[src/hw/mdio_pkg.sv]
package mdio_pkg;

	// Bus widths fixed at 8 bit address, 32 bit data
	typedef logic [7:0]  apb_addr_t;
	typedef logic [31:0] apb_data_t;

	// Register map, writable registers sit 0x20 apart
	typedef enum logic [7:0] {
		CMD_ADDR = 8'h00,
		DATA     = 8'h20,
		STATUS   = 8'h40,
		STATUS2  = 8'h60
	} regid_t;

	// Clause 22 opcodes as sent on the wire
	typedef enum logic [1:0] {
		OP_WRITE = 2'b01,
		OP_READ  = 2'b10
	} mdio_op_t;

	// Frame sequencer states
	typedef enum logic [2:0] {
		ST_IDLE,
		ST_PREAMBLE,
		ST_HEADER,
		ST_TURNAROUND,
		ST_DATA
	} xcvr_state_t;

	//////////////////////////////////////////////////////////////////////
	// Frame fields, 64 MDC periods in all

	localparam int PREAMBLE_BITS   = 32;
	// Start, opcode, PHY address, register address
	localparam int HEADER_BITS     = 14;
	localparam int TURNAROUND_BITS = 2;
	localparam int DATA_BITS       = 16;

	//////////////////////////////////////////////////////////////////////
	// Command register layout

	localparam int CMD_WRITE_BIT = 15;
	localparam int CMD_REG_MSB   = 12;
	localparam int CMD_REG_LSB   = 8;
	localparam int CMD_PHY_MSB   = 4;
	localparam int CMD_PHY_LSB   = 0;

endpackage

[src/hw/mdio_mgmt_if.sv]
`timescale 1ns/100ps

interface mdio_mgmt_if
	import mdio_pkg::*;
();

	// Target PHY and register
	logic [4:0]           md_addr;
	logic [4:0]           reg_addr;

	// Payload in both directions
	logic [DATA_BITS-1:0] wr_data;
	logic [DATA_BITS-1:0] rd_data;

	// Single cycle command strobe, op valid alongside
	logic                 start;
	mdio_op_t             op;

	// High while a frame is on the wire
	logic                 busy;

	// Register block side
	modport host (
		output md_addr,
		output reg_addr,
		output wr_data,
		output start,
		output op,
		input  rd_data,
		input  busy
	);

	// Frame engine side
	modport engine (
		input  md_addr,
		input  reg_addr,
		input  wr_data,
		input  start,
		input  op,
		output rd_data,
		output busy
	);

endinterface

[src/hw/apb_mdio_regs.sv]
`timescale 1ns/100ps

module apb_mdio_regs
	import mdio_pkg::*;
(
	input  logic       apb,
	input  logic       rst_n,

	// APB completer
	input  logic       psel,
	input  logic       penable,
	input  logic       pwrite,
	input  apb_addr_t  paddr,
	input  apb_data_t  pwdata,
	output logic       pready,
	output logic       pslverr,
	output apb_data_t  prdata,

	// Toward the transceiver
	mdio_mgmt_if.host  mgmt
);

	// Accepted writes per register
	logic wr_cmd;
	logic wr_dat;

	//////////////////////////////////////////////////////////////////////
	// Access phase decode

	// Write strobes only in the access phase
	assign wr_cmd = pready && pwrite && (paddr == CMD_ADDR);
	assign wr_dat = pready && pwrite && (paddr == DATA);

	always_comb begin
		// Zero wait states
		pready  = psel && penable;

		// Defaults, no data and no error
		prdata  = '0;
		pslverr = 1'b0;

		if (pready) begin
			if (pwrite) begin
				case (paddr)
					// Only command and data are writable
					CMD_ADDR, DATA: begin
						pslverr = 1'b0;
					end
					// Status is read only, rest unmapped
					default: pslverr = 1'b1;
				endcase
			end else begin
				case (paddr)
					// Command readback, write bit reads as zero
					CMD_ADDR: begin
						prdata[CMD_REG_MSB:CMD_REG_LSB] = mgmt.reg_addr;
						prdata[CMD_PHY_MSB:CMD_PHY_LSB] = mgmt.md_addr;
					end
					// Last read result, stale while busy
					DATA: prdata[DATA_BITS-1:0] = mgmt.rd_data;
					// Busy flag mirrored at two addresses
					STATUS, STATUS2: prdata[0] = mgmt.busy;
					default: pslverr = 1'b1;
				endcase
			end
		end
	end

	//////////////////////////////////////////////////////////////////////
	// Latched fields and command strobe

	always_ff @(posedge apb) begin
		if (!rst_n) begin
			mgmt.start    <= 1'b0;
			mgmt.op       <= OP_WRITE;
			mgmt.md_addr  <= '0;
			mgmt.reg_addr <= '0;
			mgmt.wr_data  <= '0;
		end else begin
			// Strobe lasts one cycle
			mgmt.start <= 1'b0;

			// Address update, read kicked off when write bit clear
			if (wr_cmd) begin
				mgmt.reg_addr <= pwdata[CMD_REG_MSB:CMD_REG_LSB];
				mgmt.md_addr  <= pwdata[CMD_PHY_MSB:CMD_PHY_LSB];
				if (!pwdata[CMD_WRITE_BIT]) begin
					mgmt.start <= 1'b1;
					mgmt.op    <= OP_READ;
				end
			end

			// Data write always starts a write frame
			if (wr_dat) begin
				mgmt.wr_data <= pwdata[DATA_BITS-1:0];
				mgmt.start   <= 1'b1;
				mgmt.op      <= OP_WRITE;
			end
		end
	end

endmodule

[src/hw/apb_mdio_top.sv]
`timescale 1ns/100ps

module apb_mdio_top
	import mdio_pkg::*;
#(
	// apb cycles per MDC period
	parameter int clk_div = 16
) (
	input  logic      apb,
	input  logic      rst_n,

	// APB completer port
	input  logic      psel,
	input  logic      penable,
	input  logic      pwrite,
	input  apb_addr_t paddr,
	input  apb_data_t pwdata,
	output logic      pready,
	output logic      pslverr,
	output apb_data_t prdata,

	// MDIO pins toward the external buffer
	output logic      mdio_tx_data,
	output logic      mdio_tx_en,
	input  logic      mdio_rx_data,
	output logic      mdc
);

	// Command and status link
	mdio_mgmt_if mgmt ();

	//////////////////////////////////////////////////////////////////////
	// Register block

	apb_mdio_regs u_regs (
		.apb     (apb),
		.rst_n   (rst_n),
		.psel    (psel),
		.penable (penable),
		.pwrite  (pwrite),
		.paddr   (paddr),
		.pwdata  (pwdata),
		.pready  (pready),
		.pslverr (pslverr),
		.prdata  (prdata),
		.mgmt    (mgmt.host)
	);

	//////////////////////////////////////////////////////////////////////
	// Frame engine

	mdio_transceiver #(
		.clk_div (clk_div)
	) u_xcvr (
		.apb          (apb),
		.rst_n        (rst_n),
		.mgmt         (mgmt.engine),
		.mdio_tx_data (mdio_tx_data),
		.mdio_tx_en   (mdio_tx_en),
		.mdc          (mdc),
		.mdio_rx_data (mdio_rx_data)
	);

endmodule

[src/hw/mdio_transceiver.sv]
`timescale 1ns/100ps

module mdio_transceiver
	import mdio_pkg::*;
#(
	// apb cycles per MDC period, even and at least 4
	parameter int clk_div = 16
) (
	input  logic        apb,
	input  logic        rst_n,

	// From the register block
	mdio_mgmt_if.engine mgmt,

	// MDIO pins, tristate buffer outside
	output logic        mdio_tx_data,
	output logic        mdio_tx_en,
	output logic        mdc,
	input  logic        mdio_rx_data
);

	localparam int phase_w = $clog2(clk_div);
	localparam int cnt_w   = $clog2(PREAMBLE_BITS);
	localparam int word_w  = HEADER_BITS + TURNAROUND_BITS + DATA_BITS;

	// MDC rises halfway, period wraps at the last phase
	localparam logic [phase_w-1:0] phase_rise = phase_w'(clk_div / 2);
	localparam logic [phase_w-1:0] phase_last = phase_w'(clk_div - 1);

	xcvr_state_t          state;
	logic [phase_w-1:0]   phase;
	logic [cnt_w-1:0]     bit_cnt;
	logic                 is_read;

	// Outgoing bits after the preamble, and incoming read data
	logic [word_w-1:0]    shift_word;
	logic [DATA_BITS-1:0] rx_shift;
	logic [DATA_BITS-1:0] rx_next;

	// Period markers
	logic                 fall_pt;
	logic                 rise_pt;
	logic                 end_pt;
	logic                 sample_pt;
	logic                 load;
	logic                 bit_last;
	logic                 drive_en;

	//////////////////////////////////////////////////////////////////////
	// Phase markers and per state bit limits

	assign load      = (state == ST_IDLE) && mgmt.start;
	assign fall_pt   = (state != ST_IDLE) && (phase == '0);
	assign rise_pt   = (state != ST_IDLE) && (phase == phase_rise);
	assign end_pt    = (state != ST_IDLE) && (phase == phase_last);
	// Read data only in the data phase of a read
	assign sample_pt = rise_pt && (state == ST_DATA) && is_read;
	assign rx_next   = {rx_shift[DATA_BITS-2:0], mdio_rx_data};

	// PHY owns the line for turnaround and data of a read
	assign drive_en  = !(is_read && ((state == ST_TURNAROUND) || (state == ST_DATA)));

	always_comb begin
		case (state)
			ST_PREAMBLE:   bit_last = (bit_cnt == cnt_w'(PREAMBLE_BITS - 1));
			ST_HEADER:     bit_last = (bit_cnt == cnt_w'(HEADER_BITS - 1));
			ST_TURNAROUND: bit_last = (bit_cnt == cnt_w'(TURNAROUND_BITS - 1));
			ST_DATA:       bit_last = (bit_cnt == cnt_w'(DATA_BITS - 1));
			default:       bit_last = 1'b0;
		endcase
	end

	//////////////////////////////////////////////////////////////////////
	// Shift registers

	always_ff @(posedge apb) begin
		// Start 01, opcode, addresses, turnaround 10, write data
		if (load)
			shift_word <= {2'b01, mgmt.op, mgmt.md_addr, mgmt.reg_addr, 2'b10, mgmt.wr_data};
		else if (end_pt && (state != ST_PREAMBLE))
			shift_word <= shift_word << 1;

		if (sample_pt)
			rx_shift <= rx_next;
	end

	//////////////////////////////////////////////////////////////////////
	// Frame sequencer

	always_ff @(posedge apb) begin
		if (!rst_n) begin
			state        <= ST_IDLE;
			phase        <= '0;
			bit_cnt      <= '0;
			is_read      <= 1'b0;
			mgmt.busy    <= 1'b0;
			mgmt.rd_data <= '0;
			mdc          <= 1'b0;
			mdio_tx_en   <= 1'b0;
			mdio_tx_data <= 1'b1;
		end else if (state == ST_IDLE) begin
			// Bus parked, line released high
			mdc          <= 1'b0;
			mdio_tx_en   <= 1'b0;
			mdio_tx_data <= 1'b1;
			phase        <= '0;
			bit_cnt      <= '0;
			// New commands only accepted here
			if (load) begin
				is_read   <= (mgmt.op == OP_READ);
				mgmt.busy <= 1'b1;
				state     <= ST_PREAMBLE;
			end
		end else begin
			phase <= (phase == phase_last) ? '0 : phase + 1'b1;

			// Start of low half, present next bit
			if (fall_pt) begin
				mdc          <= 1'b0;
				mdio_tx_en   <= drive_en;
				mdio_tx_data <= (state == ST_PREAMBLE) ? 1'b1 : shift_word[word_w-1];
			end

			// PHY samples here, and so do we on reads
			if (rise_pt)
				mdc <= 1'b1;

			// Result goes out before busy drops
			if (sample_pt && bit_last)
				mgmt.rd_data <= rx_next;

			// Bit counting and state advance at period end
			if (end_pt) begin
				if (bit_last) begin
					bit_cnt <= '0;
					case (state)
						ST_PREAMBLE:   state <= ST_HEADER;
						ST_HEADER:     state <= ST_TURNAROUND;
						ST_TURNAROUND: state <= ST_DATA;
						default: begin
							state     <= ST_IDLE;
							mgmt.busy <= 1'b0;
						end
					endcase
				end else begin
					bit_cnt <= bit_cnt + 1'b1;
				end
			end
		end
	end

endmodule
[config.mk]
export PLATFORM = sky130hd
export DESIGN_NAME = apb_mdio_top
export DESIGN_NICKNAME = d
export VERILOG_FILES = /design/src/hw/mdio_pkg.sv /design/src/hw/mdio_mgmt_if.sv /design/src/hw/apb_mdio_regs.sv /design/src/hw/apb_mdio_top.sv /design/src/hw/mdio_transceiver.sv
export SDC_FILE = /design/constraint.sdc
export NUM_CORES = 1
export LEC_CHECK = 0
export ABC_AREA = 1
export BUFFER_PORTS_ARGS = -buffer_cell sky130_fd_sc_hd__buf_2
export CORE_ASPECT_RATIO = 0.7
export CORE_MARGIN = 2
export CORE_UTILIZATION = 58
export CTS_BUF_LIST = sky130_fd_sc_hd__clkbuf_8
export CTS_CLUSTER_SIZE = 40
export DETAILED_ROUTE_END_ITERATION = 8
export PLACE_DENSITY = 0.85
export SLEW_MARGIN = 15
export SYNTH_ARGS = -nofsm -noshare
export SYNTH_HDL_FRONTEND = slang
export SYNTH_SLANG_ARGS = --single-unit
export TNS_END_PERCENT = 5
[constraint.sdc]
create_clock -name apb -period 2.8 [get_ports apb]
set_input_delay 0.28 -clock apb [delete_from_list [all_inputs] [get_ports apb]]
set_output_delay 0.28 -clock apb [all_outputs]
set_load 0.02 [all_outputs]
[Word-level counts from Yosys, hierarchy flattened]
Index checks and enable logic that the tools add are counted.
Widths: inputs -> output; s select.
Word-level totals
  word-level logic and storage cells: 105
  bits of input ports: 46
  flip-flop bits (word level): 109
Operators by class
  $add $sub $neg: 2
  bitwise operators: 3
  multiplexer cells: 31
  equal/unequal tests: 17
  reductions and logical operators: 35
Operators by type and width (count)
  $mux 30: 2
  $mux 16: 2
  $mux 3: 6
  $eq 8x7->1 const B: 2
  $mux 1: 15
  $logic_and 1x1->1: 13
  $eq 5x4->1 const B: 2
  $pmux 5 s2: 1
  $pmux 3 s3: 1
  $eq 4x4->1 const B: 2
  $eq 8x6->1 const B: 1
  $logic_not 8->1: 1
  $pmux 4 s2: 1
  $reduce_bool 2->1: 4
  $reduce_or 2->1: 4
  $eq 3x2->1 const B: 2
  $reduce_and 2->1: 3
  $reduce_or 3->1: 2
  $add 5x1->5 const B: 1
  $eq 5x1->1 const B: 1
  $eq 5x5->1 const B: 1
  $mux 5: 1
  $add 4x1->4 const B: 1
  $logic_not 4->1: 1
  other kinds (15): 18

[Depth between registers and ports, before layout]
  word-level depth: 6
  gate-level depth with buffers: 12

[Hierarchy]
From an unflattened synthesis, not the netlist that was laid out.
Unflattened totals
  cell total of the unflattened synthesis: 598
  area, all modules: 5032.3 sq um
Modules (own cells, without submodules)
  mdio_transceiver: area each 3303.2 sq um, instances 1, seq. area each 2031.9 sq um, cells each 326
  apb_mdio_regs: area each 1729.2 sq um, instances 1, seq. area each 580.6 sq um, cells each 272

[Least setup slack after synthesis]
OpenSTA, ideal clock, no wires.
  path kind: register to register
  from: register u_xcvr.phase[0]
  to: register u_xcvr.shift_word[0], enable pin
  setup slack: 768 ps
  arrival: 1647 ps
  required time: 2415 ps
  period minus slack after synthesis: 2032 ps
  buffers on the path: 0
  cell stages (with the launch flop): 6
  cell sequence: dfxtp_1 -> ha_1 -> nand3_1 -> nor2_8 -> nand2_4 -> nand2_1
Between the ends
  longest elaborated chain between the ends: 4
Ends and longest elaborated chain
  start, declared: RTL line mdio_transceiver.sv:31  | logic [phase_w-1:0] phase;
  start signal, assigned: RTL line mdio_transceiver.sv:115  | phase <= (phase == phase_last) ? '0 : phase + 1'b1;
  $eq 4x4->1: RTL line mdio_transceiver.sv:55  | assign end_pt = (state != ST_IDLE) && (phase == phase_last);
  $logic_and 1x1->1: RTL line mdio_transceiver.sv:55
  $logic_and 1x1->1: RTL line mdio_transceiver.sv:80  | else if (end_pt && (state != ST_PREAMBLE))
  $reduce_bool 2->1 (no source line)
  end signal, assigned: RTL line mdio_transceiver.sv:79  | shift_word <= {2'b01, mgmt.op, mgmt.md_addr, mgmt.reg_addr, 2'b10, mgmt.wr_data};
  end signal, assigned: RTL line mdio_transceiver.sv:81  | shift_word <= shift_word << 1;
  end, declared: RTL line mdio_transceiver.sv:36  | logic [word_w-1:0] shift_word;
Every way passes these cells.
A chain may end at the register's enable or synchronous reset.

[Final worst setup path]
  from: register u_xcvr.state[2]
  to: register u_xcvr.shift_word[4], data pin
Between the ends
  longest elaborated chain between the ends: 3
Ends and longest elaborated chain
  start, declared: RTL line mdio_transceiver.sv:30  | xcvr_state_t state;
  start signal, assigned: RTL line mdio_transceiver.sv:92  | state <= ST_IDLE;
  start signal, assigned: RTL line mdio_transceiver.sv:112  | state <= ST_PREAMBLE;
  start signal, assigned: RTL line mdio_transceiver.sv:137  | ST_PREAMBLE: state <= ST_HEADER;
  $logic_not 3->1: RTL line mdio_transceiver.sv:52  | assign load = (state == ST_IDLE) && mgmt.start;
  $logic_and 1x1->1: RTL line mdio_transceiver.sv:52
  $mux 30: RTL line mdio_transceiver.sv:78  | if (load)
Every way passes these cells.

==> results.sh <==
export IMPL_status="finished, final reports clean"
export IMPL_port_buffers=50
export IMPL_finalCritPeriodShare_pct=74.47
export IMPL_reg2reg_depth=6
export IMPL_grt_total_usage_pct=21.71
export IMPL_rsz0062_at_grt="no"
export IMPL_layout_setup_ws_ns=0.7149
export IMPL_nets=601
export IMPL_cts_tree="yes"
export IMPL_rr_endpoint="u_xcvr.shift_word[4]$_DFFE_PP_"
export IMPL_via_count=3636
export IMPL_grt_pass1_vias=3362
export IMPL_dieArea_sq_mm=0.008861
export IMPL_relSlewSlack_pct=59.83
export IMPL_seq_area_frac_synth_pct=55.52
export IMPL_die_y_um=79.36
export IMPL_critPathRequiredTime_ns=2.92
export IMPL_io_pins=83
export IMPL_remaining_drc_errors=0
export IMPL_synthCells=508
export IMPL_grt_first_pass_wirelength_mm=15.48
export IMPL_max_freq_mhz=479.6
export IMPL_critPathCapture="u_xcvr.shift_word[4]$_DFFE_PP_"
export IMPL_drt_iter0_drc=268
export IMPL_cts_root_buf="clkbuf_8"
export IMPL_hold_path_class="primary input to flip-flop"
export IMPL_syn_cell_area_sq_mm=0.004706
export IMPL_cp_arrival_ns=2.20
export IMPL_r2r_setup_slack_ns=0.71
export IMPL_clk_latency_ns=0.36
export IMPL_postRouteAntennaNets=0
export IMPL_finalHoldViolCount=0
export IMPL_power_share_combinational_pct=3.0
export IMPL_clock_sinks=109
export IMPL_cap_violations=0
export IMPL_finalSetupViolCount=0
export IMPL_clkPwrFrac_pct=33.9
export IMPL_p_int_mw=1.994
export IMPL_tns_ns=0
export IMPL_hpwlAfterDp_mm=6.518
export IMPL_vias_per_cell=5.526
export IMPL_drive_above_1_share_pct=16.88
export IMPL_post_place_ws_ns=0.7931
export IMPL_hold_buffers=0
export IMPL_cts_inserted_buffers=9
export IMPL_drv_slew=0
export IMPL_power_switching_mw=0.5995
export IMPL_place_gp_congestion=0.8865
export IMPL_synth_distinct_cells=39
export IMPL_num_antenna_cells=0
export IMPL_path_clk_slew_ns=0.11
export IMPL_wl_per_cell_um=14.46
export IMPL_power_density_mw_per_mm2=508.3
export IMPL_max_slew_worst_pin_slew_ns=0.6011
export IMPL_path_class="flip-flop to flip-flop"
export IMPL_synth_area_per_cell_sq_um=9.263
export IMPL_start_util_pct=59.78
export IMPL_dpl_cell_area_sq_mm=0.004922
export IMPL_fp_dieW_um=111.7
export IMPL_synth_commonest_cells="nand2_1 (90), dfxtp_1 (66), a21oi_1 (51), inv_1 (46), edfxtp_1 (43)"
export IMPL_p_seq_share_pct=63.1
export IMPL_worstSetupEndpointType="flip-flop"
export IMPL_clk_path_buf_depth=2
export IMPL_finalWirelength_mm=9.512
export IMPL_fin_crit_ns=2.085
export IMPL_cp_start_kind="flip-flop"
export IMPL_grt_overflow_total=0
export IMPL_swShare_pct=23.11
export IMPL_r2r_start="u_xcvr.state[2]$_SDFFE_PN0P_"
export IMPL_worstSetupStartpoint="u_xcvr.state[2]$_SDFFE_PN0P_"
export IMPL_antenna_found_initial=0
export IMPL_fin_area_sq_mm=0.005104
export IMPL_post_cts_setup_buffers=0
export IMPL_ir_drop_uv=266.9
export IMPL_yosys_top_cells_area="dfxtp_1 (28%), edfxtp_1 (27%), nand2_1 (7.2%)"
export IMPL_yosysTopAreaCell="dfxtp_1"
export IMPL_synth_most_common_cell="nand2_1"
export IMPL_core_area_sq_mm=0.007871
export IMPL_worst_clock_skew_ns=0.01547
export IMPL_ys_ff_latch=109
export IMPL_num_rows=27
export IMPL_h_tree_depth=3
export IMPL_crit_fanout=27
export IMPL_leakagePower_nw=2.201
export IMPL_synthArstFlopShare_pct=0
export IMPL_dr_pass1_iters=5
export IMPL_synthFlopType="dfxtp_1"
export IMPL_synth_edf_count=43
export IMPL_total_power_mw=2.594
export IMPL_yosysTopAreaCellShare_pct=28.08
export IMPL_cts_resized=0
export IMPL_areaGrowthSynthToFinish_pct=8.455
export IMPL_synth_warnings=0
export IMPL_grt_max_degree=38
[placed cells by master, fill, tap and decap left out, drive strengths merged]
cell type,netlist,final
a21oi,52,52
a22o,24,24
a31oi,1,1
buf,32,55
clkbuf,5,9
clkinv,3,5
clkinvlp,0,2
conb,1,16
dfxtp,66,66
edfxtp,43,43
ha,3,3
inv,50,53
nand2,98,98
nand3,19,19
nand3b,1,1
nand4,14,14
nor2,44,44
nor3,10,10
nor3b,1,1
o211ai,1,1
o21ai,34,34
or2,2,2
xnor2,1,1
xor2,3,3
[routing by layer]
| layer | share of wire, % | track usage (%) | up-vias | wire (um) |
|---|---|---|---|---|
| met5 | 0 | 0 | - | 0 |
| met4 | 0.66 | 5.432 | 0 | 63 |
| met1 | 44 | 28.97 | 1734 | 4160 |
| met2 | 49 | 36.18 | 132 | 4650 |
| met3 | 6.7 | 5.115 | 9 | 637 |
| li1 | - | - | 1761 | - |
[power by group through the flow]
stage	clock (mW)	sequential, mW	combinational (mW)
after floorplan	0	1.67	0.0639
after global placement	0	1.67	0.0760
after detailed placement	0	1.67	0.0771
after CTS	0.891	1.64	0.0773
after global routing	0.960	1.64	0.0843
final	0.880	1.64	0.0781
[stage by stage]
step	hold WS [ns]	utilization, %	instances
3_5_place_dp	0.4320	62.53	642
3_3_place_gp	0.4311	62.53	642
4_1_cts	0.1033	64.84	658
5_1_grt	0.1012	64.84	658
2_1_floorplan	0.3789	-	523
6_report	0.1171	64.84	658
[final cells by class]
type	count	area (sq um)
clock buffer	9	123.9
clock inverter	7	57.56
fill	622	2768
inverter	53	202.7
multi-input combinational	324	1693
sequential	109	2613
tap	101	126.4
timing repair buffer	55	287.8
[worst max-delay path: stages (launching register included)]
cell	delay [ns]
dfxtp_1	0.49
inv_2	0.13
nand2_4	0.11
inv_4	0.05
nand2_1	0.35
inv_2	0.34
a22o_1	0.34
[how the worst min path moves through the flow]
stage,from,to,cells after the start
3_5_place_dp,u_xcvr.rx_shift[12]$_DFFE_PP_,u_xcvr.rx_shift[13]$_DFFE_PP_,0
6_report,mdio_rx_data,u_xcvr.rx_shift[0]$_DFFE_PP_,1
5_1_grt,mdio_rx_data,u_xcvr.rx_shift[0]$_DFFE_PP_,1
2_1_floorplan,mdio_rx_data,u_xcvr.rx_shift[0]$_DFFE_PP_,0
3_3_place_gp,u_xcvr.shift_word[29]$_DFFE_PP_,u_xcvr.shift_word[30]$_SDFFE_PP1P_,2
4_1_cts,mdio_rx_data,u_xcvr.rx_shift[0]$_DFFE_PP_,1
[cells by family after synthesis]
kind of cell / after synthesis / share of synthesized area (%)
simple gates: 189 / 19.17
compound gates: 112 / 13.99
flops: 109 / 55.52
buf+inv: 90 / 9.705
xor+xnor: 4 / 0.7446
fa+ha+maj: 3 / 0.7977
other cells: 1 / 0.07969
[sequential cells by signal (all words and copies together), names as in the netlist]
name,flops
u_xcvr.mdio_tx_en,1
u_xcvr.shift_word,32
u_xcvr.mgmt.busy,1
u_regs.mgmt.wr_data,16
u_xcvr.is_read,1
u_xcvr.rx_shift,15
u_xcvr.bit_cnt,5
u_xcvr.state,3
u_regs.mgmt.start,1
u_regs.mgmt.op,2
u_xcvr.mdc,1
u_xcvr.phase,4
u_xcvr.mgmt.rd_data,16
u_regs.mgmt.md_addr,5
u_xcvr.mdio_tx_data,1
u_regs.mgmt.reg_addr,5
Note: power is estimated with default switching activity, not from simulation.
